`src/common/rv_settings.svh`:
```
`ifndef RV_SETTINGS_SVH
`define RV_SETTINGS_SVH

// data and address width
`define XLEN 32

// instruction rom depth in words
`define IMEM_WORDS 256

// data ram depth in words
`define DMEM_WORDS 64

// register index width
`define REG_ADDR_W 5

// addi x0, x0, 0
`define NOP_INST 32'h0000_0013

`endif

```
`src/register_file.sv`:
```
`default_nettype none
`include "rv_settings.svh"

module register_file (
  input  wire                    clk,
  input  wire                    reset,
  input  wire  [`REG_ADDR_W-1:0] rs1_idx,
  input  wire  [`REG_ADDR_W-1:0] rs2_idx,
  input  wire                    we,
  input  wire  [`REG_ADDR_W-1:0] rd,
  input  wire  [`XLEN-1:0]       wdata,
  output logic [`XLEN-1:0]       rs1_data,
  output logic [`XLEN-1:0]       rs2_data
);

  localparam int NUM_REGS = 1 << `REG_ADDR_W;

  logic [`XLEN-1:0] regs [1:NUM_REGS-1]; // x0 has no storage

  // one read port, x0 reads zero, a write in the same cycle is seen at once
  function automatic logic [`XLEN-1:0] read_port(input logic [`REG_ADDR_W-1:0] idx);
    if (idx == '0) return '0;
    if (we && rd == idx) return wdata; // wb to id bypass
    return regs[idx];
  endfunction

  always_ff @(posedge clk) begin
    if (reset) begin
      for (int i = 1; i < NUM_REGS; i++) regs[i] <= '0;
    end else if (we && rd != '0) begin
      regs[rd] <= wdata;
    end
  end

  always_comb begin
    rs1_data = read_port(rs1_idx);
    rs2_data = read_port(rs2_idx);
  end

  // writes to x0 are dropped before they leave id
  a_no_x0_write: assert property (@(posedge clk) disable iff (reset) !(we && rd == '0));

endmodule

`default_nettype wire

```
`config.mk`:
```
export PLATFORM = sky130hd
export DESIGN_NAME = register_file
export DESIGN_NICKNAME = d
export VERILOG_FILES = /design/src/register_file.sv
export VERILOG_INCLUDE_DIRS = /design/src /design/src/common
export SDC_FILE = /design/constraint.sdc
export NUM_CORES = 2
export LEC_CHECK = 0
export BUFFER_PORTS_ARGS = -buffer_cell sky130_fd_sc_hd__buf_2
export CORE_AREA = 2 2 373 375
export DETAILED_ROUTE_END_ITERATION = 10
export DIE_AREA = 0 0 375 377
export PLACE_DENSITY = 0.56
export SETUP_SLACK_MARGIN = 0.2
export SYNTH_ARGS = -nofsm -noshare
export SYNTH_HDL_FRONTEND = slang
export SYNTH_SLANG_ARGS = --single-unit
```
`constraint.sdc`:
```
create_clock -name clk -period 4 [get_ports clk]
set_input_delay 0.4 -clock clk [delete_from_list [all_inputs] [get_ports clk]]
set_output_delay 0.4 -clock clk [all_outputs]
set_load 0.05 [all_outputs]
```
==> results by group <==
GRT
  • Initial antenna violation count: 21
  • Total grt overflow: 0
  • Number of global-route vias before repair: 34691
  • Global Route Usage Sum: 27.52%
  • First-pass GRT wire length: 273.5 mm
  • Largest net degree at the start of global routing: 75

Finish
  • Nets: 3844
  • Register Area: 30750 um^2
  • Filler Cell Count: 11954
  • Multi-input logic area: 22580 um^2
  • Largest reg by FF count: regs
  • Biggest regs: regs x1024
  • Synthesis-to-layout area growth: 12.84%
  • Number of flip-flops in the largest register: 1024
  • Layout cell share with drive strength beyond 1: 24.68%

Timing
  • Setup tns final: 0 ns
  • Setup violators final: 0
  • Hold Vio Cnt, Final: 0
  • Slew margin rel.: 19.07%
  • Highest clock rate: 277.8 MHz
  • Period utilization: 90.00%
  • RSZ-0062 raised after global routing: false
  • Worst Max-Slew Pin Slew: 1.214 ns
  • Min Clock Period, post-route: 3.600 ns
  • Pins Over Slew Limit: 0

Worst setup path
  • Setup CP Type: reg -> out
  • Nature of the critical path startpoint: register
  • Critical Path, Cell by Cell: mux4_2, a22o_1, a2111oi_1, buf_4, a21oi_1, a22o_1, buf_2
  • Slowest-stage cell, CP: a2111oi_1
  • Most frequent cell on the critical path: a22o_1
  • CP max FO: 2
  • Setup crit start: regs[13][0]
  • CP Capture Type: output port
  • Critical Path AT: 3.20 ns
  • CP max stage delay: 0.59 ns
  • Capture point of the worst path: rs1_data[0]
  • Req. time, crit path: 3.60 ns

Synth
  • FFs w/ async S/R, synth: 0%
  • Commonest cells post-synth: edfxtp_1, and2_1, mux4_2, clkbuf_1, mux2i_1
  • Top FF cell, synth: edfxtp_1
  • Synth area leader: edfxtp_1
  • Post-synthesis cell area: 54720 um^2
  • Share of the synthesized area in the top cell type: 56.20%
  • YS warnings: 0
  • FF+latch count, synth: 1024
  • Synth area leaders: edfxtp_1, mux4_2, and2_1
  • Synth Instances: 3740
  • Most common cell in the netlist: edfxtp_1
  • Yosys cell types: 50
  • Post-synth EDFFs: 1024
  • Syn avg cell area: 14.63 um^2
  • Sequential fraction of the synthesis area: 56.20%

Die
  • Std-Cell Rows: 136
  • Die H: 377 um
  • Die ar.: 141400 um^2
  • Initial Util: 39.95%
  • # IOs: 114
  • Core outline area: 137000 um^2
  • Die X: 375 um

Clock tree
  • Clk buf depth: 3
  • CTS tree: built
  • Clock Pin Slew Worst Setup and Hold Paths: 0.06 ns
  • H-tree Lvls: 3
  • # clock sinks: 1024
  • Cts bufs inserted: 112
  • Root Driver: clkbuf_16

Place
  • Port Buffer Count: 113
  • Routability-driven placement congestion ratio: 0.9025
  • Dpl hpwl: 122.3 mm

Run
  • Number of max-cap violations: 0

Power
  • Power Density: 427.2 nW/um^2
  • Peak supply drop: 0.3667 mV
  • Tot Pwr: 26380 uW
  • Lkg Pwr: 0.02176 uW

Drt
  • Post-Route WL: 195.9 mm
  • Wire per inst: 34.42 um
  • Initial DRC Count: 4450
  • Via/cell ratio: 6.185
  • Vias post-DR: 35196
  • ANT nets after route: 0
  • # DRC: 0
  • DRT Pass-1 Iters: 5

Run status
  • Status: complete, no violations

Hold path
  • Worst Hold Class: in -> reg
[cells in the final DEF (no fill, tap or decap), types with 45 or more instances in the layout]
cell,Yosys,routed
a22oi_1,133,133
mux4_2,388,388
buf_12,0,45
and2_1,994,993
buf_2,70,106
edfxtp_1,1024,1024
mux2i_1,281,281
clkbuf_16,0,115
a22o_1,55,55
buf_4,20,167
a21oi_1,78,78
[worst min-delay path by stage]
stage	startpoint	endpoint	slack [ns]	depth (start not counted)
floorplan	wdata[0]	regs[0][0]	0.50	0
global placement	wdata[16]	regs[0][16]	0.85	1
detailed placement	wdata[16]	regs[0][16]	0.85	1
CTS	wdata[16]	regs[0][16]	0.07	1
global route	wdata[16]	regs[0][16]	0.09	1
finish	wdata[16]	regs[0][16]	0.12	1
[timing repair]
item	in CTS	in global routing
resized for setup	2	1
hold buffers	0	0
buffers inserted	0	0
endpoints found under the setup margin	2	1
[final cells by class]
type | count | area share, %
multi-input combinational | 2332 | 36.57
antenna | 11 | 0.04458
timing repair buffer | 322 | 4.440
clock inverter | 67 | 0.6930
inverter | 2 | 0.01216
tap | 1794 | 3.635
clock buffer | 139 | 4.807
sequential | 1024 | 49.80
[routing by layer]
| metal | vias to the layer above | part of all wire (%) | global-route usage, % |
|---|---|---|---|
| met3 | 341 | 9.2 | 5.397 |
| met4 | 8 | 4.6 | 11.66 |
| met5 | - | 0.031 | 0 |
| li1 | 14562 | - | - |
| met1 | 18403 | 40 | 38.10 |
| met2 | 1882 | 46 | 42.39 |
[report_power, final]
part           internal, uW  total [uW]  switching [uW]
clock                  5530        9920            4390
sequential            12400       12700             294
combinational          1360        3760            2390
[cell families (layout without fill, tap and decap cells)]
family / Yosys count / in the layout / share of synthesized area (%)
AOI/OAI and AO/OA: 469 / 469 / 6.453
xor gates and xnor gates: 10 / 10 / 0.1601
buffers and inverters: 415 / 530 / 3.226
DFF: 1024 / 1024 / 56.20
muxes: 674 / 674 / 21.21
other: 1 / 43 / 0.006853
and+or+nand+nor: 1147 / 1147 / 12.75
[worst max-delay path: cells and delay by family (launching register included)]
| kind | cells | cell delay, ns |
|---|---|---|
| AO/OA/AOI/OAI | 4 | 1.17 |
| buffers and inverters | 2 | 0.45 |
| flip-flops | 1 | 0.38 |
| multiplexers | 1 | 0.48 |
[through the flow]
| step | util [%] | worst slack, ns | instances | hold WS [ns] | instance area (um^2) |
|---|---|---|---|---|---|
| floorplan | - | 1.072 | 3771 | 0.4989 | 54840 |
| global placement | 42.57 | 0.01011 | 5474 | 0.8462 | 58310 |
| detailed placement | 42.57 | 0.07559 | 5474 | 0.8470 | 58310 |
| CTS | 45.05 | 0.1831 | 5680 | 0.07029 | 61710 |
| global route | 45.06 | 0.2647 | 5682 | 0.08828 | 61720 |
| finish | 45.08 | 0.4001 | 5691 | 0.1201 | 61750 |
Note: power is estimated with default switching activity, not from simulation.
