## config.mk

```make
export PLATFORM = sky130hd
export DESIGN_NAME = data_memory_flat
export DESIGN_NICKNAME = d
export VERILOG_FILES = /design/src/common/mem_port_if.sv /design/src/data_memory.sv /design/src/flat_wrapper.sv
export VERILOG_INCLUDE_DIRS = /design/src /design/src/common
export SDC_FILE = /design/constraint.sdc
export NUM_CORES = 2
export LEC_CHECK = 0
export BUFFER_PORTS_ARGS = -buffer_cell sky130_fd_sc_hd__buf_2
export CORE_MARGIN = 1.5
export CORE_UTILIZATION = 60
export CTS_CLUSTER_SIZE = 20
export DETAILED_ROUTE_END_ITERATION = 8
export HOLD_SLACK_MARGIN = 0.02
export PLACE_DENSITY = 0.82
export SLEW_MARGIN = 20
export SYNTH_ARGS = -nofsm -noshare
export SYNTH_HDL_FRONTEND = slang
export SYNTH_SLANG_ARGS = --single-unit
export TNS_END_PERCENT = 5
```

## constraint.sdc

```tcl
create_clock -name clk -period 6.7 [get_ports clk]
set_input_delay 0.67 -clock clk [delete_from_list [all_inputs] [get_ports clk]]
set_output_delay 0.67 -clock clk [all_outputs]
set_load 0.02 [all_outputs]
```

## src/common/rv_settings.svh

```systemverilog
`ifndef RV_SETTINGS_SVH
`define RV_SETTINGS_SVH

// data and address width
`define XLEN 32

// instruction rom depth in words
`define IMEM_WORDS 256

// data ram depth in words
`define DMEM_WORDS 64

// register index width
`define REG_ADDR_W 5

// addi x0, x0, 0
`define NOP_INST 32'h0000_0013

`endif

```

## src/common/mem_port_if.sv

```systemverilog
`default_nettype none
`include "rv_settings.svh"

// data memory port, single cycle, no handshake
interface mem_port_if;
  logic [`XLEN-1:0] addr;  // byte address, word aligned
  logic [`XLEN-1:0] wdata;
  logic [`XLEN-1:0] rdata; // zero unless read
  logic             read;
  logic             write; // lands at the rising edge

  modport pipeline (output addr, wdata, read, write, input rdata);
  modport memory   (input addr, wdata, read, write, output rdata);
endinterface

`default_nettype wire

```

## src/data_memory.sv

```systemverilog
`default_nettype none
`include "rv_settings.svh"

module data_memory (
  input wire         clk,
  input wire         reset,
  mem_port_if.memory mem
);

  localparam int IDX_W = $clog2(`DMEM_WORDS);

  logic [`XLEN-1:0] ram [`DMEM_WORDS];
  logic [IDX_W-1:0] idx;

  assign idx = mem.addr[IDX_W+1:2]; // word index, upper bits ignored

  always_ff @(posedge clk) begin
    if (reset) begin
      for (int i = 0; i < `DMEM_WORDS; i++) ram[i] <= '0;
    end else if (mem.write) begin
      ram[idx] <= mem.wdata;
    end
  end

  assign mem.rdata = mem.read ? ram[idx] : '0;

  // lw and sw never share the mem stage
  a_rw_exclusive: assert property (@(posedge clk) disable iff (reset)
    !(mem.read && mem.write));
  a_word_aligned: assert property (@(posedge clk) disable iff (reset)
    (mem.read || mem.write) |-> mem.addr[1:0] == 2'b00);

endmodule

`default_nettype wire

```

## src/flat_wrapper.sv

```systemverilog
// flat-port wrapper written by rule: the top's interface ports become plain ports
module data_memory_flat 
  (clk, reset, mem_addr, mem_wdata, mem_read, mem_write, mem_rdata);
  mem_port_if mem_i ();
  input wire clk;
  input wire reset;
  input wire logic [$bits(mem_i.addr)-1:0] mem_addr;
  input wire logic [$bits(mem_i.wdata)-1:0] mem_wdata;
  input wire logic [$bits(mem_i.read)-1:0] mem_read;
  input wire logic [$bits(mem_i.write)-1:0] mem_write;
  output wire logic [$bits(mem_i.rdata)-1:0] mem_rdata;
  assign mem_i.addr = mem_addr;
  assign mem_i.wdata = mem_wdata;
  assign mem_i.read = mem_read;
  assign mem_i.write = mem_write;
  assign mem_rdata = mem_i.rdata;
  data_memory u_core (.clk(clk), .reset(reset), .mem(mem_i));
endmodule
```

==> flow_summary.yaml <==
synthesis:
  netlist_top_cells_count: "and2_1, edfxtp_1, clkbuf_1"
  avgSynthCellArea_um2: 13.2
  ys_async_sr_fraction_pct: 0
  synth_top_family_by_area: "simple AND/OR/NAND/NOR gates"
  synth_xor_xnor_area_share_pct: 0
  synthCells: 7050
  synth-main-ff-cell: "edfxtp_1"
  synth_area_leaders: "edfxtp_1, and2_1, a221oi_1"
  synthMuxAreaShare_pct: 2.89
  synth_top_area_share_pct: 66.3
  ys_warn_count: 0
  syn_area_um2: 92700
  synth-edff-count: 2048
  synth_fa_ha_area_share_pct: 0
  ys_seq_area_share_pct: 66.3
  ys_seq_elements: 2048
  ys_types: 51
  synthesis.nets: 7118
  yosysTopAreaCell: "edfxtp_1"
  synthSimpleGateAreaFrac_pct: 16.6
  synth_compound_area_share_pct: 10.8
  synth.most_common_cell: "and2_1"
floorplan:
  core-area_um2: 154000
  initial_core_util_pct: 60.3
  die_height_um: 396
  rows: 144
  die_area_um2: 157000
  boundaryPins: 100
  fp.dieW_um: 396
global_routing:
  grt_pass1_wl_um: 395000
  use_met1_pct: 44.5
  grt_busiest_layer: "met2"
  grt_use_met3_pct: 11.0
  grt_usage_pct: 34.6
  grtUsageMet2_pct: 51.4
  gr-total-overflow: 0
  grt_pass1_vias: 59198
  antenna_found_initial: 22
  grt_max_degree: 125
setup_path:
  worst-path-max-fanout: 105
  setup.worst_path.start_class: "primary input"
  cp_top_family: "buffers and inverters"
  crit_cells: 9
  cp.arrival_ns: 4.87
  path_cells: "buf_8, and2_4, buf_4, a22oi_1, o22ai_1, o21ai_0, nand3_1, o31a_1, buf_2"
  worstSetupEndpoint: "mem_rdata[0]"
  path_class: "primary input to primary output"
  required_ns: 6.03
  end_kind: "primary output"
  cp_slowest_stage_delay_ns: 0.83
  slowest_stage: "and2_4"
  startpoint: "mem_addr[2]"
  worst-path-buf-inv: 3
sta:
  setup_viol: 0
  period_share_pct: 82.6
  rsz0062_at_grt: "false"
  fmax_mhz: 181
  tightest_slew_ns: 1.22
  tns_ns: 0
  maxSlewViolCount: 0
  hold_violations: 0
  period_minus_slack_ns: 5.54
  slew_headroom_pct: 18.3
cells_and_area:
  area_growth_pct: 8.22
  fin_cells: 8934
  drive_gt1_share_pct: 11.7
  final_net_count: 6781
  reg_top3: "u_core.ram (2048)"
  top_register: "u_core.ram"
  largest_register_ffs: 2048
  seq_area_um2: 61500
  multi_input_area_um2: 28300
  nFillCells: 10445
placed_design:
  placed_cells: 8557
  hpwl_um: 150000
  gp_congestion: 0.994
  numPortBuffers: 73
drt:
  ant_nets: 0
  drc: 2
  viasPerCell: 6.87
  wl_per_cell_um: 30.8
  first_iter_violations: 10164
  drt_pass1_iterations: 9
  drt-total-wl_um: 276000
  vias: 61380
status:
  violations: "DRC"
  outcome: "complete, but fails checks"
clock_network:
  cts_tree: "yes"
  path_clk_slew_ns: 0.06
  max-clock-path-buffers: 3
  cts.htree.levels: 4
  root_buffer: "clkbuf_16"
  post_cts_buffers: 0
  hold_buffers: 0
  cts_inserted_buffers: 198
  cts_sinks: 2048
  ctsResizeCount: 0
pwr:
  power_density_nw_per_um2: 277
  irDropWorstVdd_mv: 0.207
  cellLeakagePower_uw: 0.0347
hold_path:
  hold_path.class: "primary input to register"
run:
  drv_cap: 0
[metrics by stage]
stage | hold slack, ns | power [µW] | setup slack (ns) | instance area, µm² | util (%)
floorplan | 1.13 | 16300 | 3.54 | 92700 | -
global placement | 1.49 | 17200 | 1.44 | 94200 | 61.3
detailed placement | 1.50 | 17300 | 1.42 | 94200 | 61.3
CTS | 0.623 | 27700 | 1.62 | 100000 | 65.3
global route | 0.563 | 28400 | 1.30 | 100000 | 65.3
finish | 0.561 | 27800 | 1.16 | 100000 | 65.3
[routing by layer]
metal	share of wire, %	up-vias	wire length, µm
met2	44	5076	121000
li1	-	25269	-
met1	34	30052	92400
met4	7.1	12	19400
met3	15	971	42100
met5	0.078	-	214
[placed cells by master, fill, tap and decap left out, types with 56 or more instances in the layout]
cell type  Yosys  layout
a22o_1        92      92
a221o_1       56      56
a221oi_1     316     316
buf_4          9     157
edfxtp_1    2048    2048
a21oi_1      244     244
and2_1      2054    2051
o22ai_1       70      70
o21ai_0      136     136
a31oi_1       59      59
clkbuf_16      0     199
a22oi_1      280     280
nand3_1       67      66
or2_2        121     121
nand2_1      176     175
buf_2         92      66
nor2_1       142      93
mux2_2       108     108
mux2i_1      121     121
[worst min-delay path by stage]
stage,start,end,slack [ns],depth (start not counted)
final,mem_wdata[1],u_core.ram[48][1],0.56,2
after global routing,mem_wdata[1],u_core.ram[48][1],0.56,2
after CTS,mem_addr[5],u_core.ram[60][2],0.62,4
after detailed placement,mem_addr[5],u_core.ram[60][2],1.50,4
after global placement,mem_addr[5],u_core.ram[60][2],1.49,4
after floorplan,mem_wdata[10],u_core.ram[5][10],1.13,2
[cells by family (layout without fill, tap and decap cells)]
kind of cell,Yosys count,count (layout)
flip-flops,2048,2048
buffers and inverters,779,603
other,0,16
AND/OR/NAND/NOR,2600,2600
AO/OA/AOI/OAI,1380,1380
multiplexers,243,243
[power breakdown]
| part | total (µW) | leakage (µW) | switching (µW) | internal [µW] |
|---|---|---|---|---|
| sequential | 14900 | 0.0195 | 199 | 14700 |
| combinational | 2210 | 0.0123 | 1670 | 545 |
| clock | 10700 | 0.00294 | 4830 | 5850 |
[cell type report]
class / count / share of cell area (%)
clock inverter: 108 / 0.888
tap: 2044 / 2.55
antenna: 16 / 0.0399
multi-input combinational: 4223 / 28.2
inverter: 1 / 0.00499
timing repair buffer: 241 / 1.85
sequential: 2048 / 61.3
clock buffer: 253 / 5.16
Note: power is estimated with default switching activity, not from simulation.
