`config.mk`:
```
export PLATFORM = sky130hd
export DESIGN_NAME = rv_pipeline_flat
export DESIGN_NICKNAME = d
export VERILOG_FILES = /design/src/common/rv_pkg.sv /design/src/common/mem_port_if.sv /design/src/cpu_core/alu_unit.sv /design/src/cpu_core/decode_unit.sv /design/src/cpu_core/hazard_unit.sv /design/src/cpu_core/rv_pipeline.sv /design/src/flat_wrapper.sv
export VERILOG_INCLUDE_DIRS = /design/src /design/src/common
export SDC_FILE = /design/constraint.sdc
export NUM_CORES = 1
export LEC_CHECK = 0
export BUFFER_PORTS_ARGS = -buffer_cell sky130_fd_sc_hd__buf_2
export CELL_PAD_IN_SITES_DETAIL_PLACEMENT = 0
export CELL_PAD_IN_SITES_GLOBAL_PLACEMENT = 1
export CORE_MARGIN = 3
export CORE_UTILIZATION = 26
export DETAILED_ROUTE_END_ITERATION = 7
export PLACE_DENSITY_LB_ADDON = 0.1
export SLEW_MARGIN = 20
export SYNTH_ARGS = -nofsm -noshare
export SYNTH_HDL_FRONTEND = slang
export SYNTH_SLANG_ARGS = --single-unit
```
`constraint.sdc`:
```
create_clock -name clk -period 6.8 [get_ports clk]
set_input_delay 1.36 -clock clk [delete_from_list [all_inputs] [get_ports clk]]
set_output_delay 1.36 -clock clk [all_outputs]
set_load 0.02 [all_outputs]
```
`src/common/rv_settings.svh`:
```
`ifndef RV_SETTINGS_SVH
`define RV_SETTINGS_SVH

// data and address width
`define XLEN 32

// instruction rom depth in words
`define IMEM_WORDS 256

// data ram depth in words
`define DMEM_WORDS 64

// register index width
`define REG_ADDR_W 5

// addi x0, x0, 0
`define NOP_INST 32'h0000_0013

`endif

```
`src/common/rv_pkg.sv`:
```
`default_nettype none

package rv_pkg;

  // major opcodes of the supported rv32i subset
  typedef enum logic [6:0] {
    op_reg    = 7'b0110011, // add sub and or slt
    op_imm    = 7'b0010011, // addi
    op_load   = 7'b0000011, // lw
    op_store  = 7'b0100011, // sw
    op_branch = 7'b1100011, // beq bne
    op_jal    = 7'b1101111,
    op_system = 7'b1110011  // ecall
  } opcode_e;

  // alu operation, picked in ex from opcode and funct bits
  typedef enum logic [2:0] {
    alu_add,
    alu_sub,
    alu_and,
    alu_or,
    alu_slt
  } alu_op_e;

  // where an ex operand comes from
  typedef enum logic [1:0] {
    fwd_none   = 2'd0, // value read in id
    fwd_ex_mem = 2'd1, // result one stage ahead
    fwd_mem_wb = 2'd2  // writeback value
  } fwd_sel_e;

endpackage

`default_nettype wire

```
`src/common/mem_port_if.sv`:
```
`default_nettype none
`include "rv_settings.svh"

// data memory port, single cycle, no handshake
interface mem_port_if;
  logic [`XLEN-1:0] addr;  // byte address, word aligned
  logic [`XLEN-1:0] wdata;
  logic [`XLEN-1:0] rdata; // zero unless read
  logic             read;
  logic             write; // lands at the rising edge

  modport pipeline (output addr, wdata, read, write, input rdata);
  modport memory   (input addr, wdata, read, write, output rdata);
endinterface

`default_nettype wire

```
`src/cpu_core/alu_unit.sv`:
```
`default_nettype none
`include "rv_settings.svh"

module alu_unit import rv_pkg::*; (
  input  wire opcode_e     opcode,
  input  wire  [2:0]       funct3,
  input  wire              funct7_bit, // inst[30], sub vs add
  input  wire  [`XLEN-1:0] in_a,
  input  wire  [`XLEN-1:0] in_b,
  output logic [`XLEN-1:0] result,
  output logic             take_branch
);

  alu_op_e op;

  // alu control, everything but r-type and branches adds
  always_comb begin
    op = alu_add; // addi, lw, sw address
    if (opcode == op_branch) begin
      op = alu_sub; // compare by difference
    end else if (opcode == op_reg) begin
      case (funct3)
        3'b000:  op = funct7_bit ? alu_sub : alu_add;
        3'b010:  op = alu_slt;
        3'b110:  op = alu_or;
        3'b111:  op = alu_and;
        default: op = alu_add;
      endcase
    end
  end

  always_comb begin
    case (op)
      alu_sub: result = in_a - in_b;
      alu_and: result = in_a & in_b;
      alu_or:  result = in_a | in_b;
      alu_slt: result = {{(`XLEN-1){1'b0}}, $signed(in_a) < $signed(in_b)};
      default: result = in_a + in_b;
    endcase
  end

  // beq on funct3 000, bne on 001
  assign take_branch = (opcode == op_branch) && ((result == '0) ^ funct3[0]);

endmodule

`default_nettype wire

```
`src/cpu_core/decode_unit.sv`:
```
`default_nettype none
`include "rv_settings.svh"

module decode_unit import rv_pkg::*; (
  input  wire  [`XLEN-1:0] inst,
  output opcode_e          opcode,
  output logic             reg_write,
  output logic             mem_read,
  output logic             mem_write,
  output logic             alu_src,   // operand b from imm
  output logic             is_branch,
  output logic             is_jal,
  output logic             is_ecall,
  output logic [`XLEN-1:0] imm
);

  logic [`XLEN-1:0] imm_i;
  logic [`XLEN-1:0] imm_s;
  logic [`XLEN-1:0] imm_b;
  logic [`XLEN-1:0] imm_j;

  assign opcode = opcode_e'(inst[6:0]);

  // sign extended immediates, b and j keep bit 0 at zero
  assign imm_i = {{20{inst[31]}}, inst[31:20]};
  assign imm_s = {{20{inst[31]}}, inst[31:25], inst[11:7]};
  assign imm_b = {{19{inst[31]}}, inst[31], inst[7], inst[30:25], inst[11:8], 1'b0};
  assign imm_j = {{11{inst[31]}}, inst[31], inst[19:12], inst[20], inst[30:21], 1'b0};

  always_comb begin
    reg_write = 1'b0;
    mem_read  = 1'b0;
    mem_write = 1'b0;
    alu_src   = 1'b0;
    is_branch = 1'b0;
    is_jal    = 1'b0;
    is_ecall  = 1'b0;
    imm       = '0;
    case (opcode)
      op_reg: reg_write = 1'b1;
      op_imm: begin
        reg_write = 1'b1;
        alu_src   = 1'b1;
        imm       = imm_i;
      end
      op_load: begin
        reg_write = 1'b1;
        mem_read  = 1'b1;
        alu_src   = 1'b1; // rs1 + offset
        imm       = imm_i;
      end
      op_store: begin
        mem_write = 1'b1;
        alu_src   = 1'b1;
        imm       = imm_s;
      end
      op_branch: begin
        is_branch = 1'b1; // alu compares rs1 and rs2
        imm       = imm_b;
      end
      op_jal: begin
        reg_write = 1'b1; // link pc+4
        is_jal    = 1'b1;
        imm       = imm_j;
      end
      op_system: is_ecall = (inst[31:7] == '0); // ecall only, no csr
      default: ; // unknown, leaves a bubble
    endcase
  end

endmodule

`default_nettype wire

```
`src/cpu_core/hazard_unit.sv`:
```
`default_nettype none
`include "rv_settings.svh"

module hazard_unit import rv_pkg::*; (
  input  wire [`REG_ADDR_W-1:0] id_rs1,
  input  wire [`REG_ADDR_W-1:0] id_rs2,
  input  wire [`REG_ADDR_W-1:0] ex_rs1,
  input  wire [`REG_ADDR_W-1:0] ex_rs2,
  input  wire [`REG_ADDR_W-1:0] ex_rd,
  input  wire [`REG_ADDR_W-1:0] mem_rd,
  input  wire [`REG_ADDR_W-1:0] wb_rd,
  input  wire                   ex_mem_read,   // lw in ex
  input  wire                   mem_reg_write,
  input  wire                   wb_reg_write,
  output logic                  stall,
  output fwd_sel_e              fwd_a,
  output fwd_sel_e              fwd_b
);

  // youngest producer wins and x0 is never forwarded
  function automatic fwd_sel_e pick(input logic [`REG_ADDR_W-1:0] src);
    if (src == '0) return fwd_none;
    if (mem_reg_write && mem_rd == src) return fwd_ex_mem;
    if (wb_reg_write && wb_rd == src) return fwd_mem_wb;
    return fwd_none;
  endfunction

  always_comb begin
    // lw data exists only after mem, so the consumer waits one cycle
    stall = ex_mem_read && ex_rd != '0 && (ex_rd == id_rs1 || ex_rd == id_rs2);
    fwd_a = pick(ex_rs1);
    fwd_b = pick(ex_rs2);
  end

  // producers in mem and wb never target x0
  always_comb begin
    a_no_x0_producer: assert final (!(mem_reg_write === 1'b1 && mem_rd == '0) &&
                                    !(wb_reg_write === 1'b1 && wb_rd == '0));
  end

endmodule

`default_nettype wire

```
`src/cpu_core/rv_pipeline.sv`:
```
`default_nettype none
`include "rv_settings.svh"

module rv_pipeline import rv_pkg::*; (
  input  wire                    clk,
  input  wire                    reset,
  output logic [`XLEN-1:0]       pc,
  input  wire  [`XLEN-1:0]       inst,
  output logic [`REG_ADDR_W-1:0] rs1_idx,
  output logic [`REG_ADDR_W-1:0] rs2_idx,
  input  wire  [`XLEN-1:0]       rs1_data,
  input  wire  [`XLEN-1:0]       rs2_data,
  output logic                   rf_we,
  output logic [`REG_ADDR_W-1:0] rf_rd,
  output logic [`XLEN-1:0]       rf_wdata,
  mem_port_if.pipeline           dmem,
  output logic                   is_halted,
  output logic                   wb_valid,
  output logic [`REG_ADDR_W-1:0] wb_rd,
  output logic [`XLEN-1:0]       wb_data
);

  // if/id
  logic [`XLEN-1:0] fd_pc;
  logic [`XLEN-1:0] fd_inst;
  // id decode
  opcode_e                id_opcode;
  logic                   id_reg_write, id_mem_read, id_mem_write, id_alu_src;
  logic                   id_is_branch, id_is_jal, id_is_ecall;
  logic [`XLEN-1:0]       id_imm;
  logic [`REG_ADDR_W-1:0] id_rd;
  // id/ex
  opcode_e                de_opcode;
  logic                   de_reg_write, de_mem_read, de_mem_write, de_alu_src;
  logic                   de_is_branch, de_is_jal, de_is_ecall;
  logic [`XLEN-1:0]       de_pc, de_imm, de_rs1_data, de_rs2_data;
  logic [`REG_ADDR_W-1:0] de_rs1, de_rs2, de_rd;
  logic [2:0]             de_funct3;
  logic                   de_funct7;
  // ex
  fwd_sel_e         fwd_a, fwd_b;
  logic             stall, flush, take_branch, ex_halt;
  logic [`XLEN-1:0] ex_a, ex_b_reg, ex_alu_b, alu_result, ex_result, ex_target;
  // ex/mem
  logic                   em_reg_write, em_mem_read, em_mem_write;
  logic                   em_halt; // sticky once the halting ecall passes ex
  logic [`XLEN-1:0]       em_result, em_store_data;
  logic [`REG_ADDR_W-1:0] em_rd;
  // mem/wb
  logic                   mw_reg_write, mw_halt;
  logic [`REG_ADDR_W-1:0] mw_rd;
  logic [`XLEN-1:0]       mw_data;

  // ex operand from id read or a younger result
  function automatic logic [`XLEN-1:0] fwd_mux(input fwd_sel_e sel,
                                                input logic [`XLEN-1:0] rf_val);
    case (sel)
      fwd_ex_mem: return em_result;
      fwd_mem_wb: return mw_data;
      default:    return rf_val;
    endcase
  endfunction

  // halt freezes the pc and a redirect beats the load-use hold
  always_ff @(posedge clk) begin
    if (reset) begin
      pc <= '0;
    end else if (!em_halt) begin
      if (flush) pc <= ex_target;
      else if (!stall) pc <= pc + 'd4;
    end
  end

  always_ff @(posedge clk) begin
    if (reset || flush) begin
      fd_inst <= `NOP_INST; // squash the wrong-path fetch
    end else if (!stall) begin
      fd_inst <= inst;
    end
  end

  always_ff @(posedge clk) begin
    if (!stall) fd_pc <= pc;
  end

  decode_unit u_decode (
    .inst      (fd_inst),
    .opcode    (id_opcode),
    .reg_write (id_reg_write),
    .mem_read  (id_mem_read),
    .mem_write (id_mem_write),
    .alu_src   (id_alu_src),
    .is_branch (id_is_branch),
    .is_jal    (id_is_jal),
    .is_ecall  (id_is_ecall),
    .imm       (id_imm)
  );

  assign id_rd   = fd_inst[11:7];
  assign rs1_idx = id_is_ecall ? `REG_ADDR_W'd17 : fd_inst[19:15]; // ecall looks at a7
  assign rs2_idx = fd_inst[24:20];

  // id/ex control clears to a bubble on stall or flush
  always_ff @(posedge clk) begin
    if (reset || stall || flush) begin
      de_opcode    <= op_imm;
      de_reg_write <= 1'b0;
      de_mem_read  <= 1'b0;
      de_mem_write <= 1'b0;
      de_alu_src   <= 1'b0;
      de_is_branch <= 1'b0;
      de_is_jal    <= 1'b0;
      de_is_ecall  <= 1'b0;
    end else begin
      de_opcode    <= id_opcode;
      de_reg_write <= id_reg_write && id_rd != '0; // x0 targets never retire
      de_mem_read  <= id_mem_read;
      de_mem_write <= id_mem_write;
      de_alu_src   <= id_alu_src;
      de_is_branch <= id_is_branch;
      de_is_jal    <= id_is_jal;
      de_is_ecall  <= id_is_ecall;
    end
  end

  always_ff @(posedge clk) begin
    de_pc       <= fd_pc;
    de_imm      <= id_imm;
    de_rs1_data <= rs1_data;
    de_rs2_data <= rs2_data;
    de_rs1      <= rs1_idx;
    de_rs2      <= rs2_idx;
    de_rd       <= id_rd;
    de_funct3   <= fd_inst[14:12];
    de_funct7   <= fd_inst[30];
  end

  hazard_unit u_hazard (
    .id_rs1        (rs1_idx),
    .id_rs2        (rs2_idx),
    .ex_rs1        (de_rs1),
    .ex_rs2        (de_rs2),
    .ex_rd         (de_rd),
    .mem_rd        (em_rd),
    .wb_rd         (mw_rd),
    .ex_mem_read   (de_mem_read),
    .mem_reg_write (em_reg_write),
    .wb_reg_write  (mw_reg_write),
    .stall         (stall),
    .fwd_a         (fwd_a),
    .fwd_b         (fwd_b)
  );

  always_comb begin
    ex_a     = fwd_mux(fwd_a, de_rs1_data);
    ex_b_reg = fwd_mux(fwd_b, de_rs2_data); // also the sw data
    ex_alu_b = de_alu_src ? de_imm : ex_b_reg;
  end

  alu_unit u_alu (
    .opcode      (de_opcode),
    .funct3      (de_funct3),
    .funct7_bit  (de_funct7),
    .in_a        (ex_a),
    .in_b        (ex_alu_b),
    .result      (alu_result),
    .take_branch (take_branch)
  );

  assign ex_target = de_pc + de_imm;                          // branch and jal target
  assign ex_result = de_is_jal ? de_pc + 'd4 : alu_result;    // link rides the result
  assign flush     = ((de_is_branch && take_branch) || de_is_jal) && !em_halt;
  assign ex_halt   = de_is_ecall && ex_a == `XLEN'd10;        // x17 holds 10

  // nothing younger than the halting ecall leaves ex
  always_ff @(posedge clk) begin
    if (reset) begin
      em_reg_write <= 1'b0;
      em_mem_read  <= 1'b0;
      em_mem_write <= 1'b0;
      em_halt      <= 1'b0;
    end else begin
      em_reg_write <= de_reg_write && !em_halt;
      em_mem_read  <= de_mem_read && !em_halt;
      em_mem_write <= de_mem_write && !em_halt;
      em_halt      <= em_halt || ex_halt;
    end
  end

  always_ff @(posedge clk) begin
    em_result     <= ex_result;
    em_store_data <= ex_b_reg;
    em_rd         <= de_rd;
  end

  assign dmem.addr  = em_result;
  assign dmem.wdata = em_store_data;
  assign dmem.read  = em_mem_read;
  assign dmem.write = em_mem_write;

  always_ff @(posedge clk) begin
    if (reset) begin
      mw_reg_write <= 1'b0;
      mw_halt      <= 1'b0;
    end else begin
      mw_reg_write <= em_reg_write;
      mw_halt      <= em_halt; // high from the ecall's wb cycle on
    end
  end

  always_ff @(posedge clk) begin
    mw_rd   <= em_rd;
    mw_data <= em_mem_read ? dmem.rdata : em_result; // lw data or alu/link
  end

  assign rf_we     = mw_reg_write;
  assign rf_rd     = mw_rd;
  assign rf_wdata  = mw_data;
  assign wb_valid  = mw_reg_write; // one pulse per retired write
  assign wb_rd     = mw_rd;
  assign wb_data   = mw_data;
  assign is_halted = mw_halt;

  // once halted the core stays halted and retires nothing
  a_halt_sticky: assert property (@(posedge clk) disable iff (reset)
    is_halted |=> is_halted && !wb_valid);

  // a load and a taken jump never sit in ex together
  a_no_stall_with_flush: assert property (@(posedge clk) disable iff (reset)
    !(stall && flush));

endmodule

`default_nettype wire

```
`src/flat_wrapper.sv`:
```
// flat-port wrapper written by rule: the top's interface ports become plain ports
module rv_pipeline_flat import rv_pkg::*;
  (clk, reset, pc, inst, rs1_idx, rs2_idx, rs1_data, rs2_data, rf_we, rf_rd, rf_wdata, is_halted, wb_valid, wb_rd, wb_data, dmem_addr, dmem_wdata, dmem_read, dmem_write, dmem_rdata);
  mem_port_if dmem_i ();
  input  wire clk;
  input  wire reset;
  output logic [`XLEN-1:0] pc;
  input  wire  [`XLEN-1:0] inst;
  output logic [`REG_ADDR_W-1:0] rs1_idx;
  output logic [`REG_ADDR_W-1:0] rs2_idx;
  input  wire  [`XLEN-1:0] rs1_data;
  input  wire  [`XLEN-1:0] rs2_data;
  output logic rf_we;
  output logic [`REG_ADDR_W-1:0] rf_rd;
  output logic [`XLEN-1:0] rf_wdata;
  output logic is_halted;
  output logic wb_valid;
  output logic [`REG_ADDR_W-1:0] wb_rd;
  output logic [`XLEN-1:0] wb_data;
  output wire logic [$bits(dmem_i.addr)-1:0] dmem_addr;
  output wire logic [$bits(dmem_i.wdata)-1:0] dmem_wdata;
  output wire logic [$bits(dmem_i.read)-1:0] dmem_read;
  output wire logic [$bits(dmem_i.write)-1:0] dmem_write;
  input wire logic [$bits(dmem_i.rdata)-1:0] dmem_rdata;
  assign dmem_addr = dmem_i.addr;
  assign dmem_wdata = dmem_i.wdata;
  assign dmem_read = dmem_i.read;
  assign dmem_write = dmem_i.write;
  assign dmem_i.rdata = dmem_rdata;
  rv_pipeline u_core (.clk(clk), .reset(reset), .pc(pc), .inst(inst), .rs1_idx(rs1_idx), .rs2_idx(rs2_idx), .rs1_data(rs1_data), .rs2_data(rs2_data), .rf_we(rf_we), .rf_rd(rf_rd), .rf_wdata(rf_wdata), .dmem(dmem_i), .is_halted(is_halted), .wb_valid(wb_valid), .wb_rd(wb_rd), .wb_data(wb_data));
endmodule
```
==> impl_metrics.env <==
export IMPL_status="complete, no violations"
export IMPL_cts_max_level=2
export IMPL_utilization_pct=34.92
export IMPL_timing_fmax_ghz=0.1500
export IMPL_arrival_ps=7160
export IMPL_viasPerCell=5.030
export IMPL_maxSlewViolCount=0
export IMPL_drc_errors=0
export IMPL_area_delta_synth_final_pct=32.52
export IMPL_internal_power_mw=4.296
export IMPL_postRouteAntennaNets=0
export IMPL_period_needed_ps=6665
export IMPL_grt_ovfl_total=0
export IMPL_row_count=102
export IMPL_dp_hpwl_mm=77.73
export IMPL_layout_common_cells="dfxtp_1 (320), buf_2 (314), buf_4 (303)"
export IMPL_nNetsFinal=3142
export IMPL_seqPwrFrac_pct=39.0
export IMPL_die_height_um=286.9
export IMPL_seq_area_frac_synth_pct=36.50
export IMPL_clock_path_buffers=3
export IMPL_clk_latency_ps=590
export IMPL_first_pass_iters=5
export IMPL_grt_use_met1_pct=32.35
export IMPL_met3_usage_pct=3.196
export IMPL_power_frac_comb_pct=25.8
export IMPL_grt_max_degree=62
export IMPL_dieWidth_um=286.9
export IMPL_cp_required_ps=7300
export IMPL_cts_tree="yes"
export IMPL_clkTransAtPathRegs_ps=60
export IMPL_initial_core_util_pct=26.35
export IMPL_finalHoldViolCount=0
export IMPL_path_max_fanout=24
export IMPL_grt_busiest_layer="met2"
export IMPL_dieArea_um2=82300
export IMPL_fin_crit_sh_pct=98.02
export IMPL_stdcell_count=3949
export IMPL_grt_pass1_wl_mm=138.3
export IMPL_yosys_warnings=0
export IMPL_switching_power_mw=2.226
export IMPL_portBuffers=314
export IMPL_synth_edf_count=32
export IMPL_synth_async_reset_ratio_pct=0
export IMPL_synth_nets=2635
export IMPL_setup_viol_count_final=0
export IMPL_first_global_vias=19972
export IMPL_hp_class="flip-flop to flip-flop"
export IMPL_drive_gt1_share_pct=30.02
export IMPL_core_area_um2=77850
export IMPL_cp_slowest_cell="or4_4"
export IMPL_io_pins=315
export IMPL_critPathLaunchType="flip-flop"
export IMPL_yosysUniqueCellTypes=91
export IMPL_worst_path_most_repeated_cell="buf_4"
export IMPL_ir_drop_uv=169.8
export IMPL_ys_ff_latch=358
export IMPL_wl_per_cell_um=24.40
export IMPL_drt_total_wl_mm=96.36
export IMPL_ys_flop_type="dfxtp_1"
export IMPL_fin_skew_ps=37.61
export IMPL_grt_usage_pct=22.61
export IMPL_clockRootBuffer="clkbuf_16"
export IMPL_gp_congestion=0.9222
export IMPL_p_per_area_nw_per_um2=239.9
export IMPL_vias=19865
export IMPL_use_met2_pct=36.29
export IMPL_drv_cap=0
export IMPL_numCtsBuffers=42
export IMPL_syn_area_per_cell_um2=8.659
export IMPL_syn_inst=2369
export IMPL_dr_first_iter_drc_count=1410
export IMPL_slew_headroom_pct=32.96
export IMPL_switching_share_pct=34.13
export IMPL_p_leak_nw=12.15
export IMPL_worst_pin_slew_ps=998.9
export IMPL_layout_commonest_cell="dfxtp_1"
export IMPL_path_class="flip-flop to flip-flop"
export IMPL_end_kind="flip-flop"
export IMPL_syn_area_um2=20510
export IMPL_antenna_found_initial=1
export IMPL_clock_sinks=358
export IMPL_clkPwrFrac_pct=35.2
export IMPL_slowest_delay_ps=630
export IMPL_dp_cells=3856
power by group through the flow:
stage,logic [mW],registers [mW],clock network (mW)
global placement,1.60,2.59,0
CTS,1.61,2.54,2.37
floorplan,0.766,2.58,0
finish,1.69,2.54,2.30
detailed placement,1.59,2.59,0
global route,1.80,2.56,2.45
metal layers:
metal  wire length (µm)  vias to the layer above
met5                  0                        -
met4               1778                        0
met3               4792                       95
met2              43820                      555
met1              45970                     9729
li1                   -                     9486
cells in the mapped netlist, drive strengths merged, types with 48 or more instances:
master | count | area share [%]
a21oi | 185 | 4.5
a22oi | 74 | 2.7
buf | 80 | 2.5
clkbuf | 91 | 1.7
dfxtp | 326 | 32
ha | 133 | 8.1
inv | 150 | 2.7
mux2i | 62 | 3.0
nand2 | 160 | 2.9
nand3 | 52 | 1.3
nor2 | 191 | 3.5
nor3 | 60 | 1.5
o21a | 48 | 1.8
o21ai | 90 | 2.2
xnor2 | 52 | 2.2
xor2 | 63 | 2.7
cell type report:
cell class                      count  area (µm²)
Fill cell                        8278       50670
Timing Repair Buffer              634        4170
Sequential cell                   358        7495
Clock inverter                     17       221.5
Antenna cell                        1       2.502
Tap cell                         1040        1301
Clock buffer                       59        1195
Inverter                          151       566.8
Multi-Input combinational cell   1689       12230
through the flow:
stage / power (mW) / setup TNS [ps] / hold slack (ps) / cell area, µm² / setup WS, ps
floorplan: 3.342 / 0 / 323.3 / 20510 / 276.2
global placement: 4.190 / -24490 / 325.0 / 25000 / -363.9
detailed placement: 4.172 / -23220 / 326.9 / 25010 / -391.6
CTS: 6.511 / 0 / 337.3 / 26520 / 5.508
global route: 6.804 / -97.46 / 344.8 / 27180 / -40.06
finish: 6.522 / 0 / 336.6 / 27180 / 134.9
critical path, delay by kind of cell (launching register included):
kind / cells / cell delay [ps]
AO/OA/AOI/OAI: 6 / 1480
XOR/XNOR: 1 / 150
adder cells (fa/ha/maj): 2 / 530
buffers and inverters: 8 / 1260
flip-flops: 1 / 350
multiplexers: 1 / 200
AND/OR/NAND/NOR: 10 / 2550
flip-flops by register name (all words and copies together) (netlist names), 3 cells and up:
name	cells
u_core.dmem.addr	32
u_core.pc	32
u_core.de_pc	32
u_core.de_rd	5
u_core.fd_inst	32
u_core.de_opcode	7
u_core.em_rd	5
u_core.dmem.wdata	32
u_core.de_imm	21
u_core.de_rs2_data	32
u_core.de_rs1	5
u_core.fd_pc	32
u_core.rf_rd	5
u_core.de_rs2	5
u_core.rf_wdata	32
u_core.de_rs1_data	32
u_core.de_funct3	3
timing repair:
item / 4_1_cts / 5_1_grt
setup endpoints to repair: 78 / 78
buffers inserted: 2 / 12
gates cloned: 0 / 2
pin swaps: 2 / 24
gates resized for setup: 21 / 116
hold buffers: 0 / 0
kinds of logic after synthesis:
family                   after synthesis  share of synthesized area (%)
AO/OA/AOI/OAI                        657                          21.98
XOR/XNOR                             115                          4.910
adder cells (fa/ha/maj)              136                          8.405
buffers and inverters                322                          6.880
flip-flops                           358                          36.50
multiplexers                          97                          4.947
AND/OR/NAND/NOR                      684                          16.38
path summary, 6_finish.rpt:
check                           slack, ps             from         endpoint  depth (start not counted)
worst max-delay path                  130  u_core.em_rd[1]     u_core.pc[5]                         28
worst min-delay path                  340  u_core.fd_pc[2]  u_core.de_pc[2]                          0
worst max register to register        130  u_core.em_rd[1]     u_core.pc[5]                         28
worst min register to register        340  u_core.fd_pc[2]  u_core.de_pc[2]                          0
(Power assumes the default switching activity.)
